File: src/hw/vga_pkg.sv
package vga_pkg;

    typedef enum logic [1:0] {
        MODE_SOLID = 2'd0,  // Background only
        MODE_CHAR  = 2'd1,  // Tiled hex digits
        MODE_PONG  = 2'd2,  // Paddle and ball
        MODE_NOISE = 2'd3   // LFSR speckle
    } mode_e;

    // Byte 3 is first on the SPI wire
    typedef union packed {
        logic [3:0][7:0] bytes;     // SPI view
        struct packed {
            mode_e      mode;       // Bits 31:30
            logic [5:0] fg;         // RGB222 foreground
            logic [5:0] bg;         // RGB222 background
            logic [7:0] char_code;  // Two hex digits
            logic [1:0] scale;      // Log2 pixel size
            logic [7:0] reserved;   // Spare
        } f;                        // Field view
    } cfg_word_u;

    // Char mode, white on black, code 00, scale 1
    localparam logic [31:0] CFG_RESET = 32'h7F00_0000;

    localparam int PADDLE_W    = 4;   // Paddle width in pixels
    localparam int PADDLE_H    = 16;  // Paddle height
    localparam int PADDLE_STEP = 4;   // Pixels per frame
    localparam int BALL_SIZE   = 4;   // Ball square side

endpackage

File: src/hw/vga_beam_if.sv
`timescale 1ns/1ps

interface vga_beam_if;
    logic [9:0] x;            // Column
    logic [9:0] y;            // Row
    logic       visible;      // Inside active area
    logic       hsync;        // Active low
    logic       vsync;        // Active low
    logic       frame_start;  // Pulse at 0,0

    modport source (
        output x, y, visible, hsync, vsync, frame_start
    );

    modport sink (
        input x, y, visible, hsync, vsync, frame_start
    );
endinterface

File: src/hw/vga_timing.sv
`timescale 1ns/1ps

module vga_timing #(
    parameter int H_VISIBLE = 640,
    parameter int H_FRONT   = 16,
    parameter int H_SYNC    = 96,
    parameter int H_BACK    = 48,
    parameter int V_VISIBLE = 480,
    parameter int V_FRONT   = 10,
    parameter int V_SYNC    = 2,
    parameter int V_BACK    = 33
) (
    input  logic       clk,
    input  logic       rst_n,
    vga_beam_if.source beam
);
    localparam int H_TOTAL = H_VISIBLE + H_FRONT + H_SYNC + H_BACK;
    localparam int V_TOTAL = V_VISIBLE + V_FRONT + V_SYNC + V_BACK;

    localparam logic [9:0] H_LAST   = 10'(H_TOTAL - 1);
    localparam logic [9:0] V_LAST   = 10'(V_TOTAL - 1);
    localparam logic [9:0] H_VIS    = 10'(H_VISIBLE);
    localparam logic [9:0] V_VIS    = 10'(V_VISIBLE);
    localparam logic [9:0] HS_START = 10'(H_VISIBLE + H_FRONT);
    localparam logic [9:0] HS_END   = 10'(H_VISIBLE + H_FRONT + H_SYNC);
    localparam logic [9:0] VS_START = 10'(V_VISIBLE + V_FRONT);
    localparam logic [9:0] VS_END   = 10'(V_VISIBLE + V_FRONT + V_SYNC);

    logic [9:0] x_nxt;  // Position one cycle ahead
    logic [9:0] y_nxt;

    always_comb begin
        x_nxt = beam.x + 10'd1;
        y_nxt = beam.y;
        if (beam.x == H_LAST) begin  // Wrap line
            x_nxt = 10'd0;
            y_nxt = (beam.y == V_LAST) ? 10'd0 : beam.y + 10'd1;
        end
    end

    // Decode from next position so all flags line up with x and y
    always_ff @(posedge clk or negedge rst_n) begin
        if (!rst_n) begin
            beam.x           <= H_LAST;  // First step lands on 0,0
            beam.y           <= V_LAST;
            beam.visible     <= 1'b0;
            beam.hsync       <= 1'b1;
            beam.vsync       <= 1'b1;
            beam.frame_start <= 1'b0;
        end else begin
            beam.x           <= x_nxt;
            beam.y           <= y_nxt;
            beam.visible     <= (x_nxt < H_VIS) && (y_nxt < V_VIS);
            beam.hsync       <= !((x_nxt >= HS_START) && (x_nxt < HS_END));
            beam.vsync       <= !((y_nxt >= VS_START) && (y_nxt < VS_END));  // Whole lines
            beam.frame_start <= (x_nxt == 10'd0) && (y_nxt == 10'd0);
        end
    end

    a_beam_range: assert property (@(posedge clk) disable iff (!rst_n)
        (beam.x <= H_LAST) && (beam.y <= V_LAST));

endmodule

File: src/hw/spi_peripheral.sv
`timescale 1ns/1ps

module spi_peripheral (
    input  logic               clk,
    input  logic               rst_n,
    input  logic               sclk,
    input  logic               mosi,
    input  logic               ss,
    output logic               miso,
    input  vga_pkg::cfg_word_u tx_cfg,
    output logic [7:0]         byte_data,
    output logic               byte_valid,
    output logic               frame_end
);
    logic [2:0]  sclk_s;     // [1] synced, [2] one older
    logic [2:0]  ss_s;
    logic [1:0]  mosi_s;     // Same depth as sclk
    logic [6:0]  rx_shift;   // Bits so far
    logic [2:0]  bit_cnt;
    logic [31:0] tx_shift;   // Readback shadow
    logic        sclk_rise;
    logic        sclk_fall;
    logic        ss_fall;
    logic        ss_rise;

    assign sclk_rise = sclk_s[1] & ~sclk_s[2];
    assign sclk_fall = ~sclk_s[1] & sclk_s[2];
    assign ss_fall   = ~ss_s[1] & ss_s[2];
    assign ss_rise   = ss_s[1] & ~ss_s[2];
    assign miso      = tx_shift[31];  // MSB first

    always_ff @(posedge clk or negedge rst_n) begin
        if (!rst_n) begin
            sclk_s <= 3'b000;
            ss_s   <= 3'b111;  // Deselected
            mosi_s <= 2'b00;
        end else begin
            sclk_s <= {sclk_s[1:0], sclk};
            ss_s   <= {ss_s[1:0], ss};
            mosi_s <= {mosi_s[0], mosi};
        end
    end

    always_ff @(posedge clk or negedge rst_n) begin
        if (!rst_n) begin
            bit_cnt    <= 3'd0;
            byte_valid <= 1'b0;
            frame_end  <= 1'b0;
        end else begin
            byte_valid <= 1'b0;
            frame_end  <= ss_rise;  // Third clk after pin edge
            if (ss_s[1]) begin
                bit_cnt <= 3'd0;  // Realign on every select
            end else if (sclk_rise) begin
                bit_cnt    <= bit_cnt + 3'd1;
                byte_valid <= (bit_cnt == 3'd7);
            end
        end
    end

    always_ff @(posedge clk) begin
        if (!ss_s[1] && sclk_rise) begin
            rx_shift <= {rx_shift[5:0], mosi_s[1]};
            if (bit_cnt == 3'd7) begin
                byte_data <= {rx_shift, mosi_s[1]};  // Eighth bit
            end
        end
    end

    always_ff @(posedge clk or negedge rst_n) begin
        if (!rst_n) begin
            tx_shift <= 32'd0;
        end else if (ss_fall) begin
            tx_shift <= tx_cfg;  // Snapshot of active word
        end else if (!ss_s[1] && sclk_fall) begin
            tx_shift <= {tx_shift[30:0], 1'b0};  // Mode 0, shift on fall
        end
    end

    a_byte_in_frame: assert property (@(posedge clk) disable iff (!rst_n)
        byte_valid |-> !ss_s[1]);

endmodule

File: src/hw/config_manager.sv
`timescale 1ns/1ps

module config_manager (
    input  logic               clk,
    input  logic               rst_n,
    input  logic [7:0]         byte_data,
    input  logic               byte_valid,
    input  logic               frame_end,
    output vga_pkg::cfg_word_u active_cfg
);
    vga_pkg::cfg_word_u pending;   // Word being assembled
    logic [2:0]         byte_cnt;  // Saturates at 7

    always_ff @(posedge clk) begin
        if (byte_valid && (byte_cnt < 3'd4)) begin
            pending.bytes[2'd3 - byte_cnt[1:0]] <= byte_data;  // Byte 3 first
        end
    end

    always_ff @(posedge clk or negedge rst_n) begin
        if (!rst_n) begin
            byte_cnt   <= 3'd0;
            active_cfg <= vga_pkg::CFG_RESET;
        end else if (frame_end) begin
            if (byte_cnt == 3'd4) begin
                active_cfg <= pending;  // Exactly four bytes only
            end
            byte_cnt <= 3'd0;
        end else if (byte_valid && (byte_cnt != 3'd7)) begin
            byte_cnt <= byte_cnt + 3'd1;
        end
    end

    a_commit_on_end: assert property (@(posedge clk) disable iff (!rst_n)
        $changed(active_cfg) |-> $past(frame_end));

endmodule

File: src/hw/char_renderer.sv
`timescale 1ns/1ps

module char_renderer (
    vga_beam_if.sink           beam,
    input  vga_pkg::cfg_word_u cfg,
    output logic               char_on
);
    logic [9:0]  sx;        // Scaled column
    logic [9:0]  sy;        // Scaled row
    logic [9:0]  cell_x;    // Cell index across
    logic [2:0]  px;        // Column inside cell
    logic [2:0]  py;        // Row inside cell
    logic [3:0]  digit;
    logic [19:0] glyph;
    logic [3:0]  row_bits;

    // Rows top to bottom, MSB is leftmost pixel
    function automatic logic [19:0] hex_glyph(input logic [3:0] d);
        case (d)
            4'h0:    hex_glyph = 20'hF999F;
            4'h1:    hex_glyph = 20'h26227;
            4'h2:    hex_glyph = 20'hF1F8F;
            4'h3:    hex_glyph = 20'hF1F1F;
            4'h4:    hex_glyph = 20'h99F11;
            4'h5:    hex_glyph = 20'hF8F1F;
            4'h6:    hex_glyph = 20'hF8F9F;
            4'h7:    hex_glyph = 20'hF1244;
            4'h8:    hex_glyph = 20'hF9F9F;
            4'h9:    hex_glyph = 20'hF9F1F;
            4'hA:    hex_glyph = 20'h69F99;
            4'hB:    hex_glyph = 20'hE9E9E;
            4'hC:    hex_glyph = 20'hF888F;
            4'hD:    hex_glyph = 20'hE999E;
            4'hE:    hex_glyph = 20'hF8E8F;
            default: hex_glyph = 20'hF8E88;
        endcase
    endfunction

    assign sx     = beam.x >> cfg.f.scale;  // Power-of-two zoom
    assign sy     = beam.y >> cfg.f.scale;
    assign cell_x = sx / 10'd6;              // 6x6 cells
    assign px     = 3'(sx % 10'd6);
    assign py     = 3'(sy % 10'd6);
    assign digit  = cell_x[0] ? cfg.f.char_code[3:0] : cfg.f.char_code[7:4];  // Even cell high
    assign glyph  = hex_glyph(digit);

    always_comb begin
        row_bits = 4'h0;  // Gap row
        if (py < 3'd5) begin
            row_bits = 4'(glyph >> (5'd16 - {py, 2'b00}));
        end
    end

    assign char_on = (px < 3'd4) && row_bits[2'd3 - px[1:0]];  // Gap column off

endmodule

File: src/hw/pong_game.sv
`timescale 1ns/1ps

module pong_game #(
    parameter int H_VISIBLE = 640,
    parameter int V_VISIBLE = 480
) (
    input  logic      clk,
    input  logic      rst_n,
    vga_beam_if.sink  beam,
    input  logic      btn_up,
    input  logic      btn_down,
    output logic      pong_on
);
    localparam logic [9:0] PAD_W    = 10'(vga_pkg::PADDLE_W);
    localparam logic [9:0] PAD_H    = 10'(vga_pkg::PADDLE_H);
    localparam logic [9:0] STEP     = 10'(vga_pkg::PADDLE_STEP);
    localparam logic [9:0] BALL     = 10'(vga_pkg::BALL_SIZE);
    localparam logic [9:0] PAD_MAX  = 10'(V_VISIBLE - vga_pkg::PADDLE_H);
    localparam logic [9:0] BALL_XR  = 10'(H_VISIBLE - vga_pkg::BALL_SIZE);  // Right wall
    localparam logic [9:0] BALL_YB  = 10'(V_VISIBLE - vga_pkg::BALL_SIZE);  // Bottom wall
    localparam logic [9:0] X_CENTRE = 10'(H_VISIBLE / 2);
    localparam logic [9:0] Y_CENTRE = 10'(V_VISIBLE / 2);

    logic [9:0] paddle_y;  // Paddle top
    logic [9:0] ball_x;    // Ball top left
    logic [9:0] ball_y;
    logic       dir_x;     // 1 moves right
    logic       dir_y;     // 1 moves down
    logic       pad_hit;

    assign pad_hit = (ball_y + BALL > paddle_y) && (ball_y < paddle_y + PAD_H);

    always_ff @(posedge clk or negedge rst_n) begin
        if (!rst_n) begin
            paddle_y <= PAD_MAX >> 1;  // Centred
            ball_x   <= X_CENTRE;
            ball_y   <= Y_CENTRE;
            dir_x    <= 1'b0;  // Serve toward paddle
            dir_y    <= 1'b1;
        end else if (beam.frame_start) begin
            if (btn_up && !btn_down) begin
                paddle_y <= (paddle_y < STEP) ? 10'd0 : paddle_y - STEP;
            end else if (btn_down && !btn_up) begin
                paddle_y <= (paddle_y + STEP > PAD_MAX) ? PAD_MAX : paddle_y + STEP;
            end

            if (ball_x == 10'd0) begin  // Missed, respawn
                ball_x <= X_CENTRE;
                ball_y <= Y_CENTRE;
            end else begin
                if (dir_x && (ball_x >= BALL_XR)) begin
                    dir_x  <= 1'b0;
                    ball_x <= ball_x - 10'd1;
                end else if (!dir_x && (ball_x == PAD_W) && pad_hit) begin
                    dir_x  <= 1'b1;  // Paddle return
                    ball_x <= ball_x + 10'd1;
                end else begin
                    ball_x <= dir_x ? ball_x + 10'd1 : ball_x - 10'd1;
                end

                if (dir_y && (ball_y >= BALL_YB)) begin
                    dir_y  <= 1'b0;
                    ball_y <= ball_y - 10'd1;
                end else if (!dir_y && (ball_y == 10'd0)) begin
                    dir_y  <= 1'b1;
                    ball_y <= ball_y + 10'd1;
                end else begin
                    ball_y <= dir_y ? ball_y + 10'd1 : ball_y - 10'd1;
                end
            end
        end
    end

    assign pong_on = ((beam.x < PAD_W) && (beam.y >= paddle_y)
                      && (beam.y < paddle_y + PAD_H))
                   || ((beam.x >= ball_x) && (beam.x < ball_x + BALL)
                      && (beam.y >= ball_y) && (beam.y < ball_y + BALL));

endmodule

File: src/hw/pixel_mixer.sv
`timescale 1ns/1ps

module pixel_mixer (
    input  logic               clk,
    input  logic               rst_n,
    vga_beam_if.sink           beam,
    input  vga_pkg::cfg_word_u cfg,
    input  logic               char_on,
    input  logic               pong_on,
    output vga_pkg::cfg_word_u frame_cfg,
    output logic [5:0]         rgb,
    output logic               hsync,
    output logic               vsync
);
    vga_pkg::cfg_word_u cfg_q;  // Word held for the frame
    logic [11:0]        lfsr;
    logic               use_fg;
    logic               vis_q;

    // Pixel 0,0 already sees the new word
    assign frame_cfg = beam.frame_start ? cfg : cfg_q;

    always_ff @(posedge clk or negedge rst_n) begin
        if (!rst_n) begin
            cfg_q <= vga_pkg::CFG_RESET;
            lfsr  <= 12'h001;  // Any nonzero seed
        end else begin
            if (beam.frame_start) begin
                cfg_q <= cfg;
            end
            lfsr <= {lfsr[10:0], lfsr[11] ^ lfsr[10] ^ lfsr[9] ^ lfsr[3]};  // Maximal taps
        end
    end

    always_comb begin
        case (frame_cfg.f.mode)
            vga_pkg::MODE_SOLID: use_fg = 1'b0;
            vga_pkg::MODE_CHAR:  use_fg = char_on;
            vga_pkg::MODE_PONG:  use_fg = pong_on;
            default:             use_fg = lfsr[0];  // Noise
        endcase
    end

    always_ff @(posedge clk or negedge rst_n) begin
        if (!rst_n) begin
            rgb   <= 6'd0;
            hsync <= 1'b1;
            vsync <= 1'b1;
            vis_q <= 1'b0;
        end else begin
            rgb   <= !beam.visible ? 6'd0 : (use_fg ? frame_cfg.f.fg : frame_cfg.f.bg);
            hsync <= beam.hsync;  // Same stage as colour
            vsync <= beam.vsync;
            vis_q <= beam.visible;
        end
    end

    a_blank_black: assert property (@(posedge clk) disable iff (!rst_n)
        !vis_q |-> (rgb == 6'd0));

endmodule

File: src/hw/vga_demo_top.sv
`timescale 1ns/1ps

module vga_demo_top #(
    parameter int H_VISIBLE = 640,
    parameter int H_FRONT   = 16,
    parameter int H_SYNC    = 96,
    parameter int H_BACK    = 48,
    parameter int V_VISIBLE = 480,
    parameter int V_FRONT   = 10,
    parameter int V_SYNC    = 2,
    parameter int V_BACK    = 33
) (
    input  logic [7:0] ui_in,    // SPI and buttons
    output logic [7:0] uo_out,   // Tiny VGA pinout
    input  logic [7:0] uio_in,   // Unused
    output logic [7:0] uio_out,  // miso on bit 0
    output logic [7:0] uio_oe,
    input  logic       ena,      // Ignored
    input  logic       clk,
    input  logic       rst_n
);
    vga_beam_if         beam ();
    vga_pkg::cfg_word_u active_cfg;  // Committed word
    vga_pkg::cfg_word_u frame_cfg;   // Word in use this frame
    logic [7:0]         byte_data;
    logic               byte_valid;
    logic               frame_end;
    logic               char_on;
    logic               pong_on;
    logic [5:0]         rgb;         // R1 R0 G1 G0 B1 B0
    logic               hsync;
    logic               vsync;

    vga_timing #(
        .H_VISIBLE(H_VISIBLE), .H_FRONT(H_FRONT), .H_SYNC(H_SYNC), .H_BACK(H_BACK),
        .V_VISIBLE(V_VISIBLE), .V_FRONT(V_FRONT), .V_SYNC(V_SYNC), .V_BACK(V_BACK)
    ) i_timing (.clk(clk), .rst_n(rst_n), .beam(beam.source));

    spi_peripheral i_spi (
        .clk(clk), .rst_n(rst_n),
        .sclk(ui_in[1]), .mosi(ui_in[0]), .ss(ui_in[2]),
        .miso(uio_out[0]), .tx_cfg(active_cfg),
        .byte_data(byte_data), .byte_valid(byte_valid), .frame_end(frame_end)
    );

    config_manager i_cfg (
        .clk(clk), .rst_n(rst_n),
        .byte_data(byte_data), .byte_valid(byte_valid), .frame_end(frame_end),
        .active_cfg(active_cfg)
    );

    char_renderer i_char (.beam(beam.sink), .cfg(frame_cfg), .char_on(char_on));

    pong_game #(.H_VISIBLE(H_VISIBLE), .V_VISIBLE(V_VISIBLE)) i_pong (
        .clk(clk), .rst_n(rst_n), .beam(beam.sink),
        .btn_up(ui_in[4]), .btn_down(ui_in[5]), .pong_on(pong_on)
    );

    pixel_mixer i_mixer (
        .clk(clk), .rst_n(rst_n), .beam(beam.sink), .cfg(active_cfg),
        .char_on(char_on), .pong_on(pong_on), .frame_cfg(frame_cfg),
        .rgb(rgb), .hsync(hsync), .vsync(vsync)
    );

    // hsync B0 G0 R0 vsync B1 G1 R1, MSB first
    assign uo_out       = {hsync, rgb[0], rgb[2], rgb[4], vsync, rgb[1], rgb[3], rgb[5]};
    assign uio_out[7:1] = 7'd0;
    assign uio_oe       = 8'h01;  // Only miso drives

endmodule

File: config.mk
export PLATFORM = sky130hd
export DESIGN_NAME = vga_demo_top
export DESIGN_NICKNAME = d
export VERILOG_FILES = /design/src/hw/vga_pkg.sv /design/src/hw/vga_beam_if.sv /design/src/hw/vga_timing.sv /design/src/hw/spi_peripheral.sv /design/src/hw/config_manager.sv /design/src/hw/char_renderer.sv /design/src/hw/pong_game.sv /design/src/hw/pixel_mixer.sv /design/src/hw/vga_demo_top.sv
export SDC_FILE = /design/constraint.sdc
export NUM_CORES = 1
export LEC_CHECK = 0
export BUFFER_PORTS_ARGS = -buffer_cell sky130_fd_sc_hd__buf_2
export CAP_MARGIN = 20
export CORE_ASPECT_RATIO = 0.8
export CORE_MARGIN = 10
export CORE_UTILIZATION = 35
export CTS_CLUSTER_SIZE = 28
export DETAILED_ROUTE_END_ITERATION = 10
export PLACE_DENSITY_LB_ADDON = 0.25
export SYNTH_ARGS = -nofsm -noshare
export SYNTH_HDL_FRONTEND = slang
export SYNTH_SLANG_ARGS = --single-unit
File: constraint.sdc
create_clock -name clk -period 5.1 [get_ports clk]
set_input_delay 0.51 -clock clk [delete_from_list [all_inputs] [get_ports clk]]
set_output_delay 0.51 -clock clk [all_outputs]
set_load 0.02 [all_outputs]
# ---- After elaboration in Yosys (flattened, before gate mapping)
# Memory sizes are Yosys's and may differ from the RTL's.
# Cells that the tools add are included.
dict set report op_classes {
  n_addsub 16
  div 3
  magnitude_cmp 25
  n_eq_ne 8
  shifts 3
  n_mux 38
  bitwise 12
  reduce_logical 47
}
# cell n
set ops {}
lappend ops {{$mux W10} 15}
lappend ops {{$mux W32} 3}
lappend ops {{$add A10 B1 Y10 const B} 4}
lappend ops {{$logic_not A10 Y1} 4}
lappend ops {{$lt A10 B10 Y1} 4}
lappend ops {{$bwmux W32} 1}
lappend ops {{$add A10 B3 Y10 const B} 3}
lappend ops {{$ge A10 B10 Y1} 3}
lappend ops {{$logic_and A1 B1 Y1} 23}
lappend ops {{$eq A10 B10 Y1 const B} 2}
lappend ops {{$ge A10 B10 Y1 const B} 2}
lappend ops {{$ge A10 B9 Y1 const B} 2}
lappend ops {{$lt A10 B10 Y1 const B} 2}
lappend ops {{$lt A10 B3 Y1 const B} 2}
lappend ops {{$lt A10 B9 Y1 const B} 2}
lappend ops {{$mod A10 B3 Y10 const B} 2}
lappend ops {{$shr A10 B2 Y10} 2}
lappend ops {{$shr A20 B5 Y4} 1}
lappend ops {{$sub A10 B1 Y10 const B} 2}
lappend ops {{$demux W8 S2} 1}
lappend ops {{$mux W3} 4}
lappend ops {{$mux W6} 2}
lappend ops {{$reduce_bool A2 Y1} 6}
lappend ops {{$add A10 B5 Y10 const B} 1}
lappend ops {{other kinds (28)} 59}
dict set report totals {
  register_bits 235
  romBits 320
  n_memories 1
}
# memory words word_bits read_ports rd_clocked_by_memory_dff write_ports line
set mem_list {}
lappend mem_list {{(name not given)} 16 20 1 0 0 char_renderer.sv:19} ;# case (d)

# ---- Logic depth before layout (Yosys ltp)
# Gate-level depths: netlist of the first run.
# An unclocked memory read counts as a cell.
dict set report depth {
  word_depth 13
  depth_mapped 25
}

# ---- By module
# From an unflattened synthesis of the first run, not the netlist that was laid out.
dict set report hier_totals {
  cells_unflattened 1370
  hier_area_um2 14991.9
}
# module instances cells_per_inst area_each_um2 seq_area_each_um2
set by_module_without_submodules {}
lappend by_module_without_submodules {pong_game 1 492 4018.9 764.5}
lappend by_module_without_submodules {spi_peripheral 1 149 2536.2 1580.3}
lappend by_module_without_submodules {config_manager 1 122 2509.9 1845.5}
lappend by_module_without_submodules {char_renderer 1 315 2447.3 0.0}
lappend by_module_without_submodules {pixel_mixer 1 120 1908.1 1313.8}
lappend by_module_without_submodules {vga_timing 1 153 1436.4 615.6}
lappend by_module_without_submodules {vga_demo_top 1 19 135.1 0.0}

# ---- Least setup slack after synthesis of the first run
# No wires, ideal clock.
dict set report synth_timing {
  kind {register -> register}
  startpoint {register i_timing.beam.frame_start}
  endpoint {register i_mixer.rgb[0]}
  setup_time_ps 120
  arrival_ps 5174
  path_slack_ps -194
  path_stages_with_launch 19
  n_path_buf 1
  cell_sequence {dfrtp_1 > mux2i_4 > mux4_2 > and2_1 > a221oi_2 > o22a_1 > mux2_2 > nor4b_4 > buf_4 > mux2i_1 > inv_1 > ha_1 > inv_1 > nor3_1 > a21o_1 > a221o_1 > a211oi_4 > a21oi_2 > o211a_1}
}
dict set report synth_via {
  elab_chain_len 13
  elab_cells_between_ends 23
  classes_between {add/sub: 2; div: 3; order compare: 2; eq/ne: 2; shift: 3; mux: 8; reduce/logical: 2; memory: 1}
}
# item line
set synth_rtl {}
lappend synth_rtl {{start: declaration} vga_beam_if.sv:12} ;# output x, y, visible, hsync, vsync, frame_start
lappend synth_rtl {{start signal: assignment} vga_timing.sv:56} ;# beam.frame_start <= (x_nxt == 10'd0) && (y_nxt == 10'd0);
lappend synth_rtl {{$mux W32 (*)} n/a}
lappend synth_rtl {{$shr A10 B2 Y10} char_renderer.sv:39} ;# assign sx = beam.x >> cfg.f.scale;
lappend synth_rtl {{$div A10 B3 Y10} char_renderer.sv:41} ;# assign cell_x = sx / 10'd6;
lappend synth_rtl {{$mux W4} char_renderer.sv:44} ;# assign digit = cell_x[0] ? cfg.f.char_code[3:0] : cfg.f.char_code[7:4];
lappend synth_rtl {{$mem_v2 Z16 W20} n/a}
lappend synth_rtl {{$shr A20 B5 Y4} char_renderer.sv:50} ;# row_bits = 4'(glyph >> (5'd16 - {py, 2'b00}));
lappend synth_rtl {{$mux W4} char_renderer.sv:49} ;# if (py < 3'd5) begin
lappend synth_rtl {{$bmux W1 S2} char_renderer.sv:54} ;# assign char_on = (px < 3'd4) && row_bits[2'd3 - px[1:0]];
lappend synth_rtl {{$mux W1 (not written as such)} char_renderer.sv:54}
lappend synth_rtl {{$logic_and A1 B1 Y1} char_renderer.sv:54}
lappend synth_rtl {{$pmux W1 S3} pixel_mixer.sv:36} ;# case (frame_cfg.f.mode)
lappend synth_rtl {{$mux W6 (*) (2 in series)} pixel_mixer.sv:51} ;# rgb <= !beam.visible ? 6'd0 : (use_fg ? frame_cfg.f.fg : frame_cfg.f.bg);
lappend synth_rtl {{end signal: assignment} pixel_mixer.sv:51}
lappend synth_rtl {{end: declaration} pixel_mixer.sv:11} ;# output logic [5:0] rgb,
# Mark *: on every way between the ends. The rest lies on a longest branch, timed or not. The select of a mux whose other input is x is not followed.
# A chain may end at the register's enable or synchronous reset.

# ---- Final worst setup path of the first run
dict set report layout_timing {
  startpoint {register i_timing.beam.frame_start}
  endpoint {register i_mixer.rgb[1]}
}
# The elaborated chain is that of the path after synthesis.

==> results_dict.tcl, run 1 <==
set metrics [dict create \
    fin_nets 1629 \
    worst_setup_path_start_kind "register" \
    grt_pass1_wl_um 58700 \
    dieArea_um2 48770 \
    synth_top_cell_by_area "dfrtp_1" \
    clock_latency_ns 0.56 \
    fmax_mhz 194.1 \
    drtAntennaViolNets 0 \
    core-area_um2 39610 \
    final.setup_skew_ns 0.01677 \
    startpoint "i_timing.beam.frame_start" \
    cp.arrival_ns 5.59 \
    postSynthAreaPerCell_um2 9.945 \
    hold_path.class "in2async" \
    die_w_um 244.4 \
    crit_required_ns 5.54 \
    timing.final.crit_share_pct 101.0 \
    grt_max_degree 85 \
    power.density_nw_per_um2 240.3 \
    final_common_cell "dfrtp_1" \
    routed_wl_um 35830 \
    dp.final_hpwl_um 25380 \
    antenna_found_initial 0 \
    cts_max_path_buffers 3 \
    worstPathMaxFanout 6 \
    cts.sinks 225 \
    cts.htree.levels 1 \
    cts.clk_slew.worst_paths_ns 0.06 \
    sequentialPowerShare_pct 46.2 \
    grt_overflow 0 \
    fin_ws_ns -0.05236 \
    grt_pass1_vias 10680 \
    routabilityCongestion 0.8833 \
    vdd_drop_max_mv 0.2447 \
    start_util_pct 35.61 \
    portBuffers 15 \
    finalCriticalPeriod_ns 5.152 \
    area_delta_synth_final_pct 18.55 \
    ys_warn_count 0 \
    drt-wirelength-per-cell_um 17.34 \
    p_int_mw 3.121 \
    maxSlewViolCount 0 \
    postCtsHoldBufs 0 \
    clkPwrFrac_pct 50.9 \
    rsz0062_at_grt "true" \
    power_switching_mw 0.8966 \
    combPwrFrac_pct 2.8 \
    cts_root_buffer "clkbuf_16" \
    reg2reg_setup_slack_ns -0.05 \
    dp.cells 2001 \
    critical_path_class "reg2reg" \
    cts_tree "yes" \
    vias 10910 \
    finalHoldViolations 0 \
    drv_cap 0 \
    cellLeakagePower_nw 7.471 \
    via_per_inst 5.282 \
    synth_flop_cell "dfrtp_1" \
    fill_cells 3801 \
    failed_checks "negative setup slack" \
    final_cell_mix "134 x dfrtp_1, 132 x nand2_1, 114 x buf_4" \
    tightestPinTransition_ns 0.9408 \
    io_pins 43 \
    grt_usage_pct 14.48 \
    setup_viol 6 \
    fin_util_pct 42.21 \
    drive_gt1_share_pct 22.81 \
    status "finished with violations" \
    rows 65 \
    r2r_end "i_mixer.rgb[1]" \
    r2r_start "i_timing.beam.frame_start" \
    endpoint "i_mixer.rgb[1]" \
    synth_area_leaders "dfrtp_1 24%, edfxtp_1 10%, ha_1 9.0%" \
    dr.first_iter.drc_count 748 \
    diodes 0 \
    ys_seq_area_share_pct 41.97 \
    ys_types 95 \
    synth.top_cell.area_share_pct 23.96 \
    first_pass_iters 5 \
    synth_edf_count 47 \
    syn_inst 1418 \
    synth_area_um2 14100 \
    cts_buffers 27 \
    synthArstFlopShare_pct 79.11 \
    worst_r2r_path_depth 24 \
    post-route-drc-count 0 \
    dieHeight_um 199.5 \
    slew_headroom_pct 37.05 \
    swShare_pct 22.32 \
    instances_no_fill 2066 \
    ys_ff_latch 225 \
    end_kind "register" \
]
[worst min path at each step]
stage,endpoint,slack (ns),depth (start not counted),start
after CTS,i_spi.ss_s[0],0.03,1,ui_in[2]
final,i_spi.sclk_s[0],0.0004,1,rst_n
after global placement,i_mixer.lfsr[5],0.33,0,i_mixer.lfsr[4]
after detailed placement,i_mixer.lfsr[2],0.33,0,i_mixer.lfsr[1]
after global routing,i_spi.ss_s[0],0.04,1,ui_in[2]
after floorplan,i_cfg.active_cfg[0],0.21,0,rst_n
[cells in the mapped netlist, types with 8 or more instances]
library cell and instances:
a211o_1 10, a211oi_1 8, a21o_1 31, a21oi_1 51, and2_1 12, and3_1 16, buf_4 23, clkbuf_1 52
dfrtp_1 135, dfstp_2 43, edfxtp_1 47, ha_1 101, inv_1 72, mux2_2 55, mux2i_1 57, nand2_1 135
nand2b_1 18, nand3_1 39, nand4_1 24, nor2_1 78, nor2b_1 19, nor3_1 20, nor4_1 20, o211ai_1 14
o21ai_0 105, o22ai_1 8, o31ai_1 9, xnor2_1 39, xor2_1 12
[cell families (layout without fill, tap and decap cells)]
| kind of cell | count (synthesis) | after routing | share of synthesized area, % |
|---|---|---|---|
| simple gates | 416 | 416 | 14.64 |
| compound gates | 331 | 331 | 15.86 |
| flops | 225 | 225 | 41.97 |
| buf+inv | 168 | 267 | 5.217 |
| mux | 123 | 123 | 10.05 |
| fa+ha+maj | 102 | 102 | 9.032 |
| xor+xnor | 51 | 51 | 3.167 |
| other cells | 2 | 15 | 0.05325 |
[flip-flops by register name (all words and copies together), names as in the netlist, 6 cells and up]
signal            cells
i_cfg.active_cfg     32
i_cfg.pending        32
i_spi.tx_shift       32
i_mixer.cfg_q        24
i_mixer.lfsr         12
i_pong.ball_x        10
i_pong.ball_y        10
i_timing.beam.x      10
i_timing.beam.y      10
i_pong.paddle_y       8
i_spi.byte_data       8
i_spi.rx_shift        7
i_mixer.rgb           6
[power groups by stage]
stage          Sequential, mW  Combinational [mW]  Clock [mW]
2_1_floorplan            1.88              0.0808           0
3_3_place_gp             1.89               0.115           0
3_5_place_dp             1.89               0.117           0
4_1_cts                  1.86               0.117        2.10
5_1_grt                  1.86               0.131        2.17
6_report                 1.86               0.114        2.05
[layout make-up]
class / instances / area [µm²] / share of cell area (%)
Timing Repair Buffer: 139 / 1059 / 6.331
Inverter: 78 / 295.3 / 1.766
Clock inverter: 21 / 260.3 / 1.557
Multi-Input combinational cell: 1038 / 7820 / 46.77
Clock buffer: 29 / 693.2 / 4.146
Tap cell: 536 / 670.6 / 4.011
Sequential cell: 225 / 5921 / 35.41
[critical path, stage by stage, from the launching register on]
cell and delay [ns]:
dfrtp_2 0.45, mux2i_4 0.33, mux4_2 0.60, buf_6 0.17, nor4_4 0.28, a221oi_2 0.09
a221oi_4 0.34, buf_4 0.18, nor4_4 0.05, nor4b_4 0.27, buf_6 0.17, mux2_4 0.34
ha_4 0.18, nand2_2 0.05, o21ai_2 0.06, nand2_1 0.11, o41ai_2 0.06, a21oi_1 0.13
o21ai_1 0.08, a21o_1 0.20, a311o_1 0.28, nand4_1 0.16, buf_4 0.15, a21oi_4 0.07
o211a_1 0.23
[through the flow]
step                hold WS (ns)  cell area [µm²]  setup WS [ns]  TNS, ns  power, mW
global placement          0.3317            15330        -0.1908   -1.074      2.003
detailed placement        0.3347            15330        -0.2288   -1.281      2.006
finish                 0.0004307            16720       -0.05236  -0.2703      4.018
CTS                      0.03182            16470       0.001275        0      4.075
floorplan                 0.2144            14180      0.0005382        0      1.963
global route             0.04049            16720        -0.3221   -1.880      4.157
[per-layer routing]
layer	track usage [%]	up-vias	wire length, µm
met2	21.65	237	15330
met4	3.123	0	495
met1	22.09	5323	18450
met5	0	-	0
li1	-	5313	-
met3	1.281	40	1552
[what timing repair did]
| item | 4_1_cts | 5_1_grt |
|---|---|---|
| pin swaps | 12 | 15 |
| setup buffers | 7 | 7 |
| hold endpoints to repair | 0 | 0 |
| resized for setup | 28 | 33 |
| endpoints found under the setup margin | 6 | 6 |
| cloned | 1 | 0 |
(Power assumes the default switching activity.)
==> inputs of run 2 (changes only) <==
--- a/config.mk
+++ b/config.mk
@@ -9,7 +9,7 @@
 export CAP_MARGIN = 20
 export CORE_ASPECT_RATIO = 0.8
 export CORE_MARGIN = 10
-export CORE_UTILIZATION = 35
+export CORE_UTILIZATION = 45
 export CTS_CLUSTER_SIZE = 28
 export DETAILED_ROUTE_END_ITERATION = 10
 export PLACE_DENSITY_LB_ADDON = 0.25
==> results_dict.tcl, run 2 (synthesis gave the netlist of run 1 again) <==
set metrics [dict create \
    crit_required_ns 5.51 \
    core-area_um2 30670 \
    cts_root_buffer "clkbuf_16" \
    hold_path.class "in2async" \
    drv_cap 0 \
    dp.final_hpwl_um 23840 \
    fin_ws_ns -0.05046 \
    grt_usage_pct 16.95 \
    portBuffers 15 \
    fin_util_pct 53.22 \
    area_delta_synth_final_pct 15.74 \
    grt_max_degree 101 \
    final_common_cell "dfrtp_1" \
    clock_latency_ns 0.54 \
    setup_viol 6 \
    via_per_inst 5.622 \
    cts.htree.levels 1 \
    instances_no_fill 1927 \
    power_mw 3.774 \
    dr.first_iter.drc_count 919 \
    first_pass_iters 5 \
    maxSlewViolCount 0 \
    cts_max_path_buffers 3 \
    status "finished with violations" \
    finalHoldViolations 0 \
    routabilityCongestion 0.9106 \
    drive_gt1_share_pct 21.86 \
    slew_headroom_pct 26.20 \
    routed_wl_um 33110 \
    vias 10830 \
    cts_tree "yes" \
    start_util_pct 45.99 \
    critical_path_class "reg2reg" \
    tightestPinTransition_ns 1.107 \
    fin_nets 1615 \
    vdd_drop_max_mv 0.2553 \
    fmax_mhz 194.2 \
    dp.cells 1870 \
    cp.arrival_ns 5.56 \
    rows 57 \
    grt_overflow 0 \
    diodes 0 \
    power.density_nw_per_um2 231.2 \
    antenna_found_initial 0 \
    timing.final.crit_share_pct 101.0 \
    drtAntennaViolNets 0 \
    dieArea_um2 38860 \
    finalCriticalPeriod_ns 5.150 \
    dieHeight_um 178.3 \
    final_cell_mix "134 x dfrtp_1, 133 x nand2_1, 103 x buf_4" \
    failed_checks "negative setup slack" \
    post-route-drc-count 0 \
    die_w_um 217.9 \
    worstPathMaxFanout 8 \
    rsz0062_at_grt "true" \
    drt-wirelength-per-cell_um 17.18 \
    grt_pass1_vias 10200 \
    fill_cells 2724 \
    cellLeakagePower_nw 7.356 \
    worst_setup_path_start_kind "register" \
    end_kind "register" \
    hold_slack_ns 0.04168 \
    grt_pass1_wl_um 54780 \
    cts_buffers 25 \
    io_pins 43 \
    cts.clk_slew.worst_paths_ns 0.06 \
    final.setup_skew_ns 0.03206 \
    cts.sinks 225 \
]
[run 2: changes by cell type in the layout (fill, tap and decap cells not counted), sizes merged]
cell      previous run  this run
clkbuf              30        32
inv                 77        80
clkinvlp             5         1
clkinv              12        11
bufinv               5         1
buf                138       126
[run 2: final timing paths]
| path | startpoint | endpoint | slack [ns] | cells after the start |
|---|---|---|---|---|
| worst max-delay path | i_timing.beam.frame_start | i_mixer.rgb[2] | -0.05 | 21 |
| worst min-delay path | rst_n | i_spi.sclk_s[0] | 0.04 | 1 |
| worst max register to register | i_timing.beam.frame_start | i_mixer.rgb[2] | -0.05 | 21 |
| worst min register to register | i_spi.sclk_s[0] | i_spi.sclk_s[1] | 0.35 | 0 |
| max in group asynchronous | rst_n | i_mixer.lfsr[0] | 3.96 | 2 |
| min in group clk | ui_in[2] | i_spi.ss_s[0] | 0.07 | 1 |
[run 2: cell type report]
cell class,instances,area (µm²),share of cell area (%)
well taps,413,516.7,3.166
flip-flops and latches,225,5921,36.27
clock inverters,15,135.1,0.8279
multi-input cells,1038,7767,47.59
clock buffers,31,699.4,4.285
repair buffers,127,984.7,6.033
inverters,78,297.8,1.824
[run 2: repair_timing]
action                     in CTS  in global routing
setup endpoints to repair       6                  6
pin swaps                      12                 15
gates resized for setup        30                 23
setup buffers                   8                  3
hold buffers                    0                  0
[run 2: worst max-delay path, cell delays in order, from the launching register on]
cell and delay, ns:
dfrtp_2 0.45, mux2i_4 0.37, inv_2 0.11, buf_4 0.16
buf_4 0.16, mux4_2 0.47, buf_4 0.18, nor2_1 0.18
o221ai_1 0.15, o221ai_1 0.25, o41ai_2 0.15, nand2_1 0.10
mux2i_1 0.26, ha_1 0.34, inv_1 0.12, nand2_1 0.07
or4_1 0.57, a211o_1 0.30, o211ai_1 0.16, buf_4 0.20
a21oi_4 0.07, o211a_1 0.22
[run 2: through the flow]
step           TNS, ns  cell area (µm²)  setup slack (ns)
3_5_place_dp    -1.741            15130           -0.2974
2_1_floorplan        0            14180         0.0005382
3_3_place_gp    -1.117            15130           -0.1999
5_1_grt         -1.603            16320           -0.2783
6_report       -0.2609            16320          -0.05046
4_1_cts              0            16160          0.001429
[run 2: where the power goes]
part	total, mW	leakage [nW]	switching (mW)	internal (mW)
clock	1.80	0.415	0.764	1.04
combinational	0.114	4.22	0.0830	0.0307
sequential	1.86	2.72	0.0112	1.84
[run 2: routing by layer]
layer / GRT usage [%] / wire [µm]
met5: 0 / 0
met4: 3.407 / 485
met3: 1.930 / 1596
met2: 24.68 / 13900
met1: 26.31 / 17140
==> inputs of run 3 (changes only) <==
--- a/config.mk
+++ b/config.mk
@@ -7,9 +7,11 @@
 export LEC_CHECK = 0
 export BUFFER_PORTS_ARGS = -buffer_cell sky130_fd_sc_hd__buf_2
 export CAP_MARGIN = 20
+export CELL_PAD_IN_SITES_DETAIL_PLACEMENT = 0
+export CELL_PAD_IN_SITES_GLOBAL_PLACEMENT = 2
 export CORE_ASPECT_RATIO = 0.8
 export CORE_MARGIN = 10
-export CORE_UTILIZATION = 45
+export CORE_UTILIZATION = 38
 export CTS_CLUSTER_SIZE = 28
 export DETAILED_ROUTE_END_ITERATION = 10
 export PLACE_DENSITY_LB_ADDON = 0.25
==> results_dict.tcl, run 3 (synthesis gave the netlist of run 1 again) <==
set metrics [dict create \
    reg2reg_setup_slack_ns -0.07 \
    path_delay_family "compound AO/OA/AOI/OAI gates" \
    r2r_end "i_mixer.rgb[2]" \
    start_util_pct 38.31 \
    diodes 0 \
    hold_path.class "in2async" \
    postCtsHoldBufs 0 \
    worstPathMaxFanout 7 \
    grt_overflow 0 \
    regArea_um2 5921 \
    fin_util_pct 45.65 \
    post-route-drc-count 0 \
    power.density_nw_per_um2 224.2 \
    cts_tree "yes" \
    drv_cap 0 \
    place_worst_setup_slack_ns -0.2040 \
    tightestPinTransition_ns 0.9009 \
    status "finished with violations" \
    core-area_um2 36810 \
    final_common_cell "dfrtp_1" \
    final_cell_mix "134 x dfrtp_1, 132 x nand2_1, 125 x buf_4" \
    routabilityCongestion 0.8468 \
    hold_slack_ns 0.04760 \
    worst_r2r_path_depth 22 \
    cts_root_buffer "clkbuf_16" \
    fin_ws_ns -0.07228 \
    final.setup_skew_ns 0.03138 \
    vdd_drop_max_mv 0.2651 \
    first_pass_iters 5 \
    cp_cell_sequence "mux2i_4 > mux4_2 > buf_6 > a41o_1 > a31oi_4 > a221oi_4 > buf_4 > o211ai_1 > nor4b_4 > buf_4 > mux2_4 > buf_4 > ha_1 > nand2_1 > a21oi_1 > a31o_1 > a221oi_4 > a211oi_4 > buf_6 > buf_6 > a211o_1 > o211a_1" \
    via_per_inst 5.321 \
    dpl_cell_area_um2 15340 \
    drtAntennaViolNets 0 \
    power_mw 3.768 \
    dp.cells 1959 \
    setup_tns_ns -0.3416 \
    slowest_stage "mux4_2" \
    vias 10810 \
    crit_required_ns 5.52 \
    portBuffers 15 \
    clock_latency_ns 0.54 \
    fin_nets 1645 \
    timing.final.crit_share_pct 101.4 \
    cts.htree.levels 1 \
    grt_pass1_vias 10450 \
    instances_no_fill 2032 \
    finalHoldViolations 0 \
    cts.clk_slew.worst_paths_ns 0.06 \
    grt_usage_pct 15.85 \
    cts.sinks 225 \
    rows 63 \
    grt_pass1_wl_um 59420 \
    slew_headroom_pct 39.81 \
    maxSlewViolCount 0 \
    setup_viol 6 \
    worst_setup_path_start_kind "register" \
    grt_max_degree 98 \
    area_delta_synth_final_pct 19.16 \
    cellLeakagePower_nw 7.554 \
    path_buf_inv 6 \
    die_w_um 235.4 \
    rsz0062_at_grt "true" \
    drt-wirelength-per-cell_um 18.04 \
    cp.arrival_ns 5.60 \
    cts_buffers 26 \
    dr.first_iter.drc_count 683 \
    stdcell_area_um2 16800 \
    multi_input_area_um2 7919 \
    dieHeight_um 192.3 \
    failed_checks "negative setup slack" \
    cts_max_path_buffers 3 \
    finalCriticalPeriod_ns 5.172 \
    fill_cells 3466 \
    dp.final_hpwl_um 26590 \
    r2r_start "i_timing.beam.frame_start" \
    routed_wl_um 36660 \
    slowest_delay_ns 0.60 \
    dieArea_um2 45260 \
    io_pins 43 \
    drive_gt1_share_pct 23.95 \
    critical_path_class "reg2reg" \
    end_kind "register" \
    fmax_mhz 193.3 \
    antenna_found_initial 0 \
]
run 3: changes by cell type in the layout (fill, tap and decap cells not counted), sizes merged:
cell,previous run,this run
buf,126,155
clkbuf,32,35
clkinvlp,1,0
run 3: what timing repair did:
action / in CTS / in global routing
hold endpoints to repair: 0 / 0
setup buffers: 14 / 11
endpoints found under the setup margin: 6 / 6
pin swaps: 17 / 24
gates resized for setup: 61 / 24
run 3: worst max-delay path by stage:
stage | from | to | slack, ns | cells after the start
after floorplan | i_timing.beam.frame_start | i_mixer.rgb[0] | 0.0005 | 19
after global placement | i_timing.beam.frame_start | i_mixer.rgb[2] | -0.21 | 20
after detailed placement | i_timing.beam.frame_start | i_mixer.rgb[2] | -0.20 | 21
after CTS | i_timing.beam.frame_start | i_mixer.rgb[2] | 0.0007 | 24
after global routing | i_timing.beam.x[9] | i_mixer.rgb[1] | -0.27 | 27
final | i_timing.beam.frame_start | i_mixer.rgb[2] | -0.07 | 22
run 3: cell type report:
class | count | share of cell area (%)
timing repair buffer | 156 | 7.356
multi-input combinational | 1038 | 47.12
inverter | 78 | 1.772
clock inverter | 14 | 0.7222
tap | 487 | 3.626
clock buffer | 34 | 4.169
sequential | 225 | 35.23
run 3: per-layer routing:
layer,GRT usage (%),part of all wire (%)
met5,0,0
met4,2.707,1.4
met3,1.906,3.5
met2,22.34,40
met1,25.26,55
run 3: power breakdown:
group / switching [mW] / leakage, nW / total (mW) / internal, mW
logic: 0.0857 / 4.43 / 0.118 / 0.0326
clock network: 0.763 / 0.405 / 1.79 / 1.03
registers: 0.0117 / 2.72 / 1.86 / 1.84
